**src/hdl/dcache_pkg.sv**
```systemverilog
package dcache_pkg;

    // ------------------------------------------------------------
    // geometry
    // ------------------------------------------------------------
    localparam int unsigned ADDR_WIDTH   = 32;
    localparam int unsigned WORD_WIDTH   = 64;
    localparam int unsigned LINE_WIDTH   = 128;
    localparam int unsigned WORD_BYTES   = WORD_WIDTH / 8;
    localparam int unsigned LINE_BYTES   = LINE_WIDTH / 8;

    // address split: | tag | index | offset |
    localparam int unsigned OFFSET_WIDTH = 4;
    localparam int unsigned INDEX_WIDTH  = 4;
    localparam int unsigned TAG_WIDTH    = ADDR_WIDTH - INDEX_WIDTH - OFFSET_WIDTH;

    // address bit that picks the upper or lower word of a line
    localparam int unsigned WORD_SEL_BIT = $clog2(WORD_BYTES);

    // ------------------------------------------------------------
    // width types
    // ------------------------------------------------------------
    typedef logic [ADDR_WIDTH-1:0]  addr_t;
    typedef logic [TAG_WIDTH-1:0]   tag_t;
    typedef logic [INDEX_WIDTH-1:0] index_t;
    typedef logic [WORD_WIDTH-1:0]  word_t;
    typedef logic [WORD_BYTES-1:0]  word_be_t;
    typedef logic [LINE_WIDTH-1:0]  line_t;
    typedef logic [LINE_BYTES-1:0]  line_be_t;

    // ------------------------------------------------------------
    // controller states
    // ------------------------------------------------------------
    typedef enum logic [2:0] {
        IDLE,       // waiting for a core request
        LOOKUP,     // tag compare of the captured request
        STORE_HIT,  // second array access, writes the store into the hit way
        MEM_REQ,    // memory request held until granted
        MEM_WAIT,   // waiting for the read line from memory
        REFILL      // victim way written, load answered
    } ctrl_state_e;

endpackage

```
**src/hdl/dcache_ctrl.sv**
```systemverilog
module dcache_ctrl #(
    parameter int unsigned       NR_WAYS          = 2,
    parameter dcache_pkg::addr_t CACHE_START_ADDR = 32'h0000_1000
) (
    input  logic                 clk_i,
    input  logic                 rst_ni,
    // core port
    input  logic                 req_i,
    input  logic                 we_i,
    input  dcache_pkg::addr_t    addr_i,
    input  dcache_pkg::word_t    wdata_i,
    input  dcache_pkg::word_be_t be_i,
    output logic                 gnt_o,
    output logic                 rvalid_o,
    output dcache_pkg::word_t    rdata_o,
    // array side
    output dcache_pkg::index_t   arr_index_o,
    output dcache_pkg::tag_t     arr_tag_o,
    output logic                 arr_word_sel_o,
    output logic [NR_WAYS-1:0]   arr_we_way_o,
    output dcache_pkg::line_t    arr_wdata_o,
    output dcache_pkg::line_be_t arr_wbe_o,
    input  logic [NR_WAYS-1:0]   hit_way_i,
    input  dcache_pkg::word_t    arr_rdata_i,
    // memory port
    output logic                 mem_req_o,
    output logic                 mem_we_o,
    output dcache_pkg::addr_t    mem_addr_o,
    output dcache_pkg::word_t    mem_wdata_o,
    output dcache_pkg::word_be_t mem_be_o,
    input  logic                 mem_gnt_i,
    input  logic                 mem_rvalid_i,
    input  dcache_pkg::line_t    mem_rdata_i
);

    import dcache_pkg::*;

    localparam int unsigned VICTIM_WIDTH = (NR_WAYS > 1) ? $clog2(NR_WAYS) : 1;

    ctrl_state_e state_d, state_q;

    // captured request record
    addr_t    addr_d, addr_q;
    word_t    wdata_d, wdata_q;
    word_be_t be_d, be_q;
    logic     we_d, we_q;
    logic     bypass_d, bypass_q;

    logic [NR_WAYS-1:0]      hit_way_d, hit_way_q;
    logic [VICTIM_WIDTH-1:0] victim_d, victim_q;
    logic [NR_WAYS-1:0]      victim_way;
    line_t                   line_d, line_q;
    logic                    word_sel;
    line_be_t                store_be;

    function automatic word_t line_half(line_t line, logic sel);
        return sel ? line[WORD_WIDTH +: WORD_WIDTH] : line[0 +: WORD_WIDTH];
    endfunction

    assign word_sel  = addr_q[WORD_SEL_BIT];
    assign arr_tag_o = addr_q[ADDR_WIDTH-1 -: TAG_WIDTH];
    // store bytes placed in the addressed half of the line
    assign store_be  = word_sel ? {be_q, {WORD_BYTES{1'b0}}} : {{WORD_BYTES{1'b0}}, be_q};

    always_comb begin
        for (int w = 0; w < NR_WAYS; w++) begin
            victim_way[w] = (victim_q == VICTIM_WIDTH'(w));
        end
    end

    // memory fields come straight from the record, stable while mem_req_o waits
    // writes go out word aligned, reads fetch the whole line
    assign mem_we_o    = we_q;
    assign mem_addr_o  = we_q ? {addr_q[ADDR_WIDTH-1:WORD_SEL_BIT], {WORD_SEL_BIT{1'b0}}}
                              : {addr_q[ADDR_WIDTH-1:OFFSET_WIDTH], {OFFSET_WIDTH{1'b0}}};
    assign mem_wdata_o = wdata_q;
    assign mem_be_o    = be_q;

    // ------------------------------------------------------------
    // controller FSM
    // ------------------------------------------------------------
    always_comb begin : ctrl_fsm
        state_d   = state_q;
        addr_d    = addr_q;
        wdata_d   = wdata_q;
        be_d      = be_q;
        we_d      = we_q;
        bypass_d  = bypass_q;
        hit_way_d = hit_way_q;
        victim_d  = victim_q;
        line_d    = line_q;

        gnt_o    = 1'b0;
        rvalid_o = 1'b0;
        rdata_o  = '0;

        arr_index_o    = addr_q[OFFSET_WIDTH +: INDEX_WIDTH];
        arr_word_sel_o = word_sel;
        arr_we_way_o   = '0;
        arr_wdata_o    = '0;
        arr_wbe_o      = '0;
        mem_req_o      = 1'b0;

        case (state_q)
            IDLE: begin
                // arrays see the incoming index right away
                arr_index_o    = addr_i[OFFSET_WIDTH +: INDEX_WIDTH];
                arr_word_sel_o = addr_i[WORD_SEL_BIT];
                if (req_i) begin
                    addr_d   = addr_i;
                    wdata_d  = wdata_i;
                    be_d     = be_i;
                    we_d     = we_i;
                    bypass_d = (addr_i < CACHE_START_ADDR);
                    // loads granted now, stores once memory takes them
                    gnt_o    = ~we_i;
                    // uncached range skips the lookup
                    state_d  = (addr_i < CACHE_START_ADDR) ? MEM_REQ : LOOKUP;
                end
            end

            LOOKUP: begin
                if (|hit_way_i) begin
                    if (we_q) begin
                        hit_way_d = hit_way_i;
                        state_d   = STORE_HIT;
                    end else begin
                        rvalid_o = 1'b1;
                        rdata_o  = arr_rdata_i;
                        state_d  = IDLE;
                    end
                end else begin
                    // load miss refills, store miss writes around the cache
                    state_d = MEM_REQ;
                end
            end

            STORE_HIT: begin
                arr_we_way_o = hit_way_q;
                arr_wdata_o  = {wdata_q, wdata_q};
                arr_wbe_o    = store_be;
                // write-through
                state_d      = MEM_REQ;
            end

            MEM_REQ: begin
                mem_req_o = 1'b1;
                if (mem_gnt_i) begin
                    if (we_q) begin
                        gnt_o   = 1'b1;
                        state_d = IDLE;
                    end else begin
                        state_d = MEM_WAIT;
                    end
                end
            end

            MEM_WAIT: begin
                if (mem_rvalid_i) begin
                    if (bypass_q) begin
                        rvalid_o = 1'b1;
                        rdata_o  = line_half(mem_rdata_i, word_sel);
                        state_d  = IDLE;
                    end else begin
                        line_d  = mem_rdata_i;
                        state_d = REFILL;
                    end
                end
            end

            REFILL: begin
                // whole line into the victim, tag array takes the tag too
                arr_we_way_o = victim_way;
                arr_wdata_o  = line_q;
                arr_wbe_o    = '1;
                victim_d     = (victim_q == VICTIM_WIDTH'(NR_WAYS - 1)) ? '0 : victim_q + 1'b1;
                rvalid_o     = 1'b1;
                rdata_o      = line_half(line_q, word_sel);
                state_d      = IDLE;
            end

            default: state_d = IDLE;
        endcase
    end

    // ------------------------------------------------------------
    // registers
    // ------------------------------------------------------------
    always_ff @(posedge clk_i or negedge rst_ni) begin
        if (!rst_ni) begin
            state_q   <= IDLE;
            we_q      <= 1'b0;
            bypass_q  <= 1'b0;
            hit_way_q <= '0;
            victim_q  <= '0;
        end else begin
            state_q   <= state_d;
            we_q      <= we_d;
            bypass_q  <= bypass_d;
            hit_way_q <= hit_way_d;
            victim_q  <= victim_d;
        end
    end

    // request payload and refill line
    always_ff @(posedge clk_i) begin
        addr_q  <= addr_d;
        wdata_q <= wdata_d;
        be_q    <= be_d;
        line_q  <= line_d;
    end

endmodule

```
**src/hdl/dcache_data_array.sv**
```systemverilog
module dcache_data_array #(
    parameter int unsigned NR_WAYS = 2
) (
    input  logic                 clk_i,
    input  logic                 rst_ni,
    input  dcache_pkg::index_t   index_i,
    input  logic                 word_sel_i,
    input  logic [NR_WAYS-1:0]   way_sel_i,
    input  logic [NR_WAYS-1:0]   we_way_i,
    input  dcache_pkg::line_t    wdata_i,
    input  dcache_pkg::line_be_t wbe_i,
    output dcache_pkg::word_t    rdata_o
);

    import dcache_pkg::*;

    localparam int unsigned NR_SETS = 2 ** INDEX_WIDTH;

    // lines kept as bytes so the byte enables map directly
    logic [LINE_BYTES-1:0][7:0] line_mem [NR_WAYS][NR_SETS];

    index_t index_q;
    logic   word_sel_q;
    line_t  way_line;

    // read address registered, data is out one cycle later
    always_ff @(posedge clk_i or negedge rst_ni) begin
        if (!rst_ni) begin
            index_q    <= '0;
            word_sel_q <= 1'b0;
        end else begin
            index_q    <= index_i;
            word_sel_q <= word_sel_i;
        end
    end

    // byte-enabled write into every enabled way
    always_ff @(posedge clk_i) begin
        for (int w = 0; w < NR_WAYS; w++) begin
            for (int b = 0; b < LINE_BYTES; b++) begin
                if (we_way_i[w] && wbe_i[b]) begin
                    line_mem[w][index_i][b] <= wdata_i[8*b +: 8];
                end
            end
        end
    end

    // way select, way_sel_i is one-hot or zero
    always_comb begin
        way_line = '0;
        for (int w = 0; w < NR_WAYS; w++) begin
            if (way_sel_i[w]) begin
                way_line = way_line | line_mem[w][index_q];
            end
        end
    end

    // offset select, upper or lower half of the line
    assign rdata_o = word_sel_q ? way_line[WORD_WIDTH +: WORD_WIDTH] : way_line[0 +: WORD_WIDTH];

endmodule

```
**src/hdl/dcache_tag_array.sv**
```systemverilog
module dcache_tag_array #(
    parameter int unsigned NR_WAYS = 2
) (
    input  logic               clk_i,
    input  logic               rst_ni,
    input  dcache_pkg::index_t index_i,
    input  dcache_pkg::tag_t   tag_i,
    input  logic [NR_WAYS-1:0] we_way_i,
    output logic [NR_WAYS-1:0] hit_way_o
);

    import dcache_pkg::*;

    localparam int unsigned NR_SETS = 2 ** INDEX_WIDTH;

    // one valid bit per set, per way
    logic [NR_SETS-1:0] valid_q [NR_WAYS];
    tag_t               tag_mem [NR_WAYS][NR_SETS];

    // lookup index, compare happens one cycle after the address
    index_t index_q;

    // ------------------------------------------------------------
    // valid bits and read index
    // ------------------------------------------------------------
    always_ff @(posedge clk_i or negedge rst_ni) begin
        if (!rst_ni) begin
            index_q <= '0;
            for (int w = 0; w < NR_WAYS; w++) begin
                valid_q[w] <= '0;
            end
        end else begin
            index_q <= index_i;
            // a written way becomes valid
            for (int w = 0; w < NR_WAYS; w++) begin
                if (we_way_i[w]) begin
                    valid_q[w][index_i] <= 1'b1;
                end
            end
        end
    end

    // tag storage
    always_ff @(posedge clk_i) begin
        for (int w = 0; w < NR_WAYS; w++) begin
            if (we_way_i[w]) begin
                tag_mem[w][index_i] <= tag_i;
            end
        end
    end

    // parallel compare over all ways, one-hot when tags are unique per set
    always_comb begin
        for (int w = 0; w < NR_WAYS; w++) begin
            hit_way_o[w] = valid_q[w][index_q] && (tag_mem[w][index_q] == tag_i);
        end
    end

endmodule

```
**src/hdl/dcache_top.sv**
```systemverilog
module dcache_top #(
    parameter int unsigned       NR_WAYS          = 2,
    parameter dcache_pkg::addr_t CACHE_START_ADDR = 32'h0000_1000
) (
    input  logic                 clk_i,
    input  logic                 rst_ni,
    // core port
    input  logic                 req_i,
    input  logic                 we_i,
    input  dcache_pkg::addr_t    addr_i,
    input  dcache_pkg::word_t    wdata_i,
    input  dcache_pkg::word_be_t be_i,
    output logic                 gnt_o,
    output logic                 rvalid_o,
    output dcache_pkg::word_t    rdata_o,
    // memory port
    output logic                 mem_req_o,
    output logic                 mem_we_o,
    output dcache_pkg::addr_t    mem_addr_o,
    output dcache_pkg::word_t    mem_wdata_o,
    output dcache_pkg::word_be_t mem_be_o,
    input  logic                 mem_gnt_i,
    input  logic                 mem_rvalid_i,
    input  dcache_pkg::line_t    mem_rdata_i
);

    import dcache_pkg::*;

    // ------------------------------------------------------------
    // controller to array wiring
    // ------------------------------------------------------------
    index_t             arr_index;
    tag_t               arr_tag;
    logic               arr_word_sel;
    logic [NR_WAYS-1:0] arr_we_way;
    line_t              arr_wdata;
    line_be_t           arr_wbe;
    // hit vector feeds both the controller and the way select
    logic [NR_WAYS-1:0] hit_way;
    word_t              arr_rdata;

    dcache_ctrl #(
        .NR_WAYS          (NR_WAYS),
        .CACHE_START_ADDR (CACHE_START_ADDR)
    ) i_ctrl (
        .clk_i, .rst_ni,
        .req_i, .we_i, .addr_i, .wdata_i, .be_i, .gnt_o, .rvalid_o, .rdata_o,
        .arr_index_o    (arr_index),
        .arr_tag_o      (arr_tag),
        .arr_word_sel_o (arr_word_sel),
        .arr_we_way_o   (arr_we_way),
        .arr_wdata_o    (arr_wdata),
        .arr_wbe_o      (arr_wbe),
        .hit_way_i      (hit_way),
        .arr_rdata_i    (arr_rdata),
        .mem_req_o, .mem_we_o, .mem_addr_o, .mem_wdata_o, .mem_be_o,
        .mem_gnt_i, .mem_rvalid_i, .mem_rdata_i
    );

    dcache_tag_array #(.NR_WAYS(NR_WAYS)) i_tag_array (
        .clk_i, .rst_ni,
        .index_i   (arr_index),
        .tag_i     (arr_tag),
        .we_way_i  (arr_we_way),
        .hit_way_o (hit_way)
    );

    dcache_data_array #(.NR_WAYS(NR_WAYS)) i_data_array (
        .clk_i, .rst_ni,
        .index_i    (arr_index),
        .word_sel_i (arr_word_sel),
        .way_sel_i  (hit_way),
        .we_way_i   (arr_we_way),
        .wdata_i    (arr_wdata),
        .wbe_i      (arr_wbe),
        .rdata_o    (arr_rdata)
    );

endmodule

```
**config.mk**
```make
export PLATFORM = sky130hd
export DESIGN_NAME = dcache_top
export DESIGN_NICKNAME = d
export VERILOG_FILES = /design/src/hdl/dcache_pkg.sv /design/src/hdl/dcache_ctrl.sv /design/src/hdl/dcache_data_array.sv /design/src/hdl/dcache_tag_array.sv /design/src/hdl/dcache_top.sv
export SDC_FILE = /design/constraint.sdc
export NUM_CORES = 2
export LEC_CHECK = 0
export BUFFER_PORTS_ARGS = -buffer_cell sky130_fd_sc_hd__buf_2
export CELL_PAD_IN_SITES_DETAIL_PLACEMENT = 0
export CELL_PAD_IN_SITES_GLOBAL_PLACEMENT = 2
export CORE_UTILIZATION = 45
export CTS_CLUSTER_SIZE = 14
export DETAILED_ROUTE_END_ITERATION = 8
export PLACE_DENSITY = 0.76
export RECOVER_POWER = 50
export SLEW_MARGIN = 20
export SYNTH_ARGS = -nofsm -noshare
export SYNTH_HDL_FRONTEND = slang
export SYNTH_MEMORY_MAX_BITS = 65536
export SYNTH_SLANG_ARGS = --single-unit
```
**constraint.sdc**
```tcl
create_clock -name clk_i -period 7 [get_ports clk_i]
set_input_delay 0.35 -clock clk_i [delete_from_list [all_inputs] [get_ports clk_i]]
set_output_delay 0.35 -clock clk_i [all_outputs]
set_load 0.01 [all_outputs]
```
==> impl_metrics.tcl <==
set metrics [dict create \
    ios 410 \
    final_hold_viol_count 0 \
    wl_met3_um 43700 \
    cp.required_ns 6.65 \
    io_buffer_count 403 \
    die_h_um 673 \
    synth_async_sr_flop_share_pct 0.876 \
    grt_pass1_vias 102000 \
    vdd_ir_drop_max_mv 0.290 \
    timing.fmax_mhz 146 \
    grt_overflow 0 \
    p_per_area_nw_per_um2 374 \
    cts_max_path_buffers 4 \
    grt_pass1_wl_um 777000 \
    start_util_pct 45.3 \
    placed_area_um2 212000 \
    cpLargestDelayFamily "simple AND/OR/NAND/NOR gates" \
    finalCritPeriodShare_pct 98.1 \
    synth-main-ff-cell "edfxtp_1" \
    dieArea_um2 453000 \
    clk_latency_ns 1.04 \
    cts_sinks 5138 \
    rows 245 \
    netSwitchingFraction_pct 29.1 \
    synth_warnings 0 \
    end_kind "primary output" \
    finalCriticalPeriod_ns 6.87 \
    drt_pass1_iterations 5 \
    status "finished with violations" \
    clock_skew_ns 0.0464 \
    crit_chain "buf_4, mux4_1, xnor2_1, a22o_1, nor4_1, nand4bb_1, or4_4, nor3_4, buf_12, nor2_1, a21oi_1, buf_4, buf_2" \
    cpMostUsedCell "buf_4" \
    fin_nets 10600 \
    cp.arrival_ns 6.52 \
    seqPwrFrac_pct 43.0 \
    hpwl_um 342000 \
    start_kind "flip-flop" \
    p_comb_share_pct 24.5 \
    place_congestion 0.824 \
    synth_area_um2 202000 \
    p_int_uw 61600 \
    cp_slowest_stage_delay_ns 0.76 \
    crit_slowest_cell "dfrtp_4" \
    synth_edf_count 5093 \
    hold_class "in -> reg" \
    slew_headroom_pct -183 \
    max_cap_violations 95 \
    antenna_left 0 \
    leakage_uw 0.0740 \
    synth-seq-area-share_pct 76.1 \
    path_class "reg -> out" \
    core_um2 447000 \
    wl_per_cell_um 33.2 \
    cp_max_fo 64 \
    wl_met2_um 272000 \
    grt_setup_unrepaired "no" \
    finalMaxSlewViolations 3272 \
    power.switching_uw 25300 \
    wl_um 554000 \
    route.vias.total 101000 \
    pwr-share-clk_pct 32.5 \
    viasPerCell 6.05 \
    antenna_found_initial 45 \
    wl_met1_um 214000 \
    first_iter_violations 12100 \
    clkTransAtPathRegs_ns 0.06 \
    htreeDepth 6 \
    crit_buf_inv 4 \
    layout_commonest_cell "edfxtp_1" \
    die_x_um 673 \
    drc 0 \
    violations "max-capacitance violations, max-slew violations" \
    area.growth.synth_to_final_pct 14.7 \
    final_cell_mix "edfxtp_1 (5093), mux4_2 (1394), nor2_1 (614)" \
    top_layer "met5" \
    synth_cells 9326 \
    grt_start_max_net_pins 161 \
    worst_pin_slew_ns 4.25 \
    setup_tns_ns 0 \
    cts_buffers 537 \
    final_area_um2 232000 \
    cts_tree "built" \
    drive_above_1_share_pct 25.2 \
    ys_ff_latch 5138 \
    setup-violations-final 0 \
    track_usage_pct 24.2 \
    synth.distinct_cells 76 \
    clock-root-buffer "clkbuf_16" \
    avgSynthCellArea_um2 21.7 \
]
-- kinds of logic after synthesis --
logic type,Yosys count,synth area share [%]
XOR/XNOR,55,0.238
AND/OR/NAND/NOR,1169,2.72
multiplexers,1799,17.6
buffers and inverters,635,1.44
flip-flops,5138,76.1
other,1,0.00185
AO/OA/AOI/OAI,529,1.91
-- power by group through the flow --
stage,clock [uW],sequential (uW),combinational (uW)
after floorplan,0,37600,14000
after global placement,0,37800,21100
after detailed placement,0,37800,21500
after CTS,28600,37200,21700
after global routing,29700,37400,22400
final,28200,37300,21300
-- per-layer routing --
metal | vias to the layer above | GRT usage, %
li1 | 41200 | -
met1 | 54300 | 33.0
met2 | 4705 | 39.8
met3 | 900 | 3.60
met4 | 2 | 9.34
met5 | - | 0
-- layout make-up --
cell class	instances	area (um2)
diodes	21	52.6
clock buffers	650	14000
clock inverters	294	3200
fillers	34400	214000
inverters	53	208
multi-input cells	3555	45800
flip-flops and latches	5138	154000
well taps	5928	7420
repair buffers	1056	7410
-- Yosys cell counts (all sizes together) (70+ instances only) --
master | n | share of area (%)
edfxtp | 5093 | 76
mux2i | 318 | 1.6
nor2 | 615 | 1.1
a22o | 137 | 0.59
mux4 | 1398 | 16
nand2 | 153 | 0.28
buf | 296 | 0.81
nor2b | 70 | 0.22
nor3 | 71 | 0.19
a21oi | 118 | 0.31
o22ai | 70 | 0.22
mux2 | 83 | 0.46
nand2b | 99 | 0.31
clkbuf | 286 | 0.53
-- flip-flops by register name, indices dropped and copies added, names as in the netlist, 2 cells and up --
| register | flops |
|---|---|
| i_data_array.line_mem | 4096 |
| i_tag_array.tag_mem | 768 |
| i_ctrl.line_q | 128 |
| i_ctrl.mem_wdata_o | 64 |
| i_tag_array.valid_q | 32 |
| i_ctrl.addr_q | 29 |
| i_ctrl.mem_be_o | 8 |
| i_data_array.index_q | 4 |
| i_ctrl.state_q | 3 |
| i_ctrl.hit_way_q | 2 |
-- final timing paths --
check | startpoint | end | slack (ns) | cells past startpoint
setup / recovery | i_data_array.index_q[1] | rdata_o[39] | 0.13 | 13
hold / removal | wdata_i[18] | i_ctrl.mem_wdata_o[18] | 0.07 | 2
setup reg to reg | i_ctrl.state_q[2] | i_data_array.line_mem[0][1543] | 0.22 | 9
hold reg to reg | i_tag_array.valid_q[13] | i_tag_array.valid_q[13] | 0.46 | 1
max in group asynchronous | rst_ni | i_data_array.index_q[2] | 3.48 | 4
min in group asynchronous | rst_ni | i_ctrl.mem_we_o | 1.38 | 4
-- through the flow --
step                      cells  setup slack, ns  power [uW]  util (%)  hold WS, ns
after floorplan            9328            0.103       51500         -       0.0544
after global placement    15400            0.906       58900      47.5        0.444
after detailed placement  15400             1.01       59300      47.5        0.448
after CTS                 16700           0.0804       87500      52.2     0.000978
after global routing      16700           0.0247       89500      52.0       0.0451
final                     16700            0.132       86900      52.0       0.0673
-- worst reg2reg max path, stage by stage, from the launching register on --
cell	delay (ns)
dfrtp_1	0.53
nor3_1	0.54
clkbuf_1	1.03
mux2i_1	0.93
inv_1	0.21
nor2_1	0.17
buf_4	0.22
nand2_1	1.21
buf_4	0.79
nor2_1	0.75
-- timing repair --
action / CTS / global route
resized for setup: 1 / 1
hold endpoints to repair: 289 / 0
hold buffers: 344 / 0
setup endpoints to repair: 11 / 1
setup buffers: 1 / 0
Note: power is estimated with default switching activity, not from simulation.
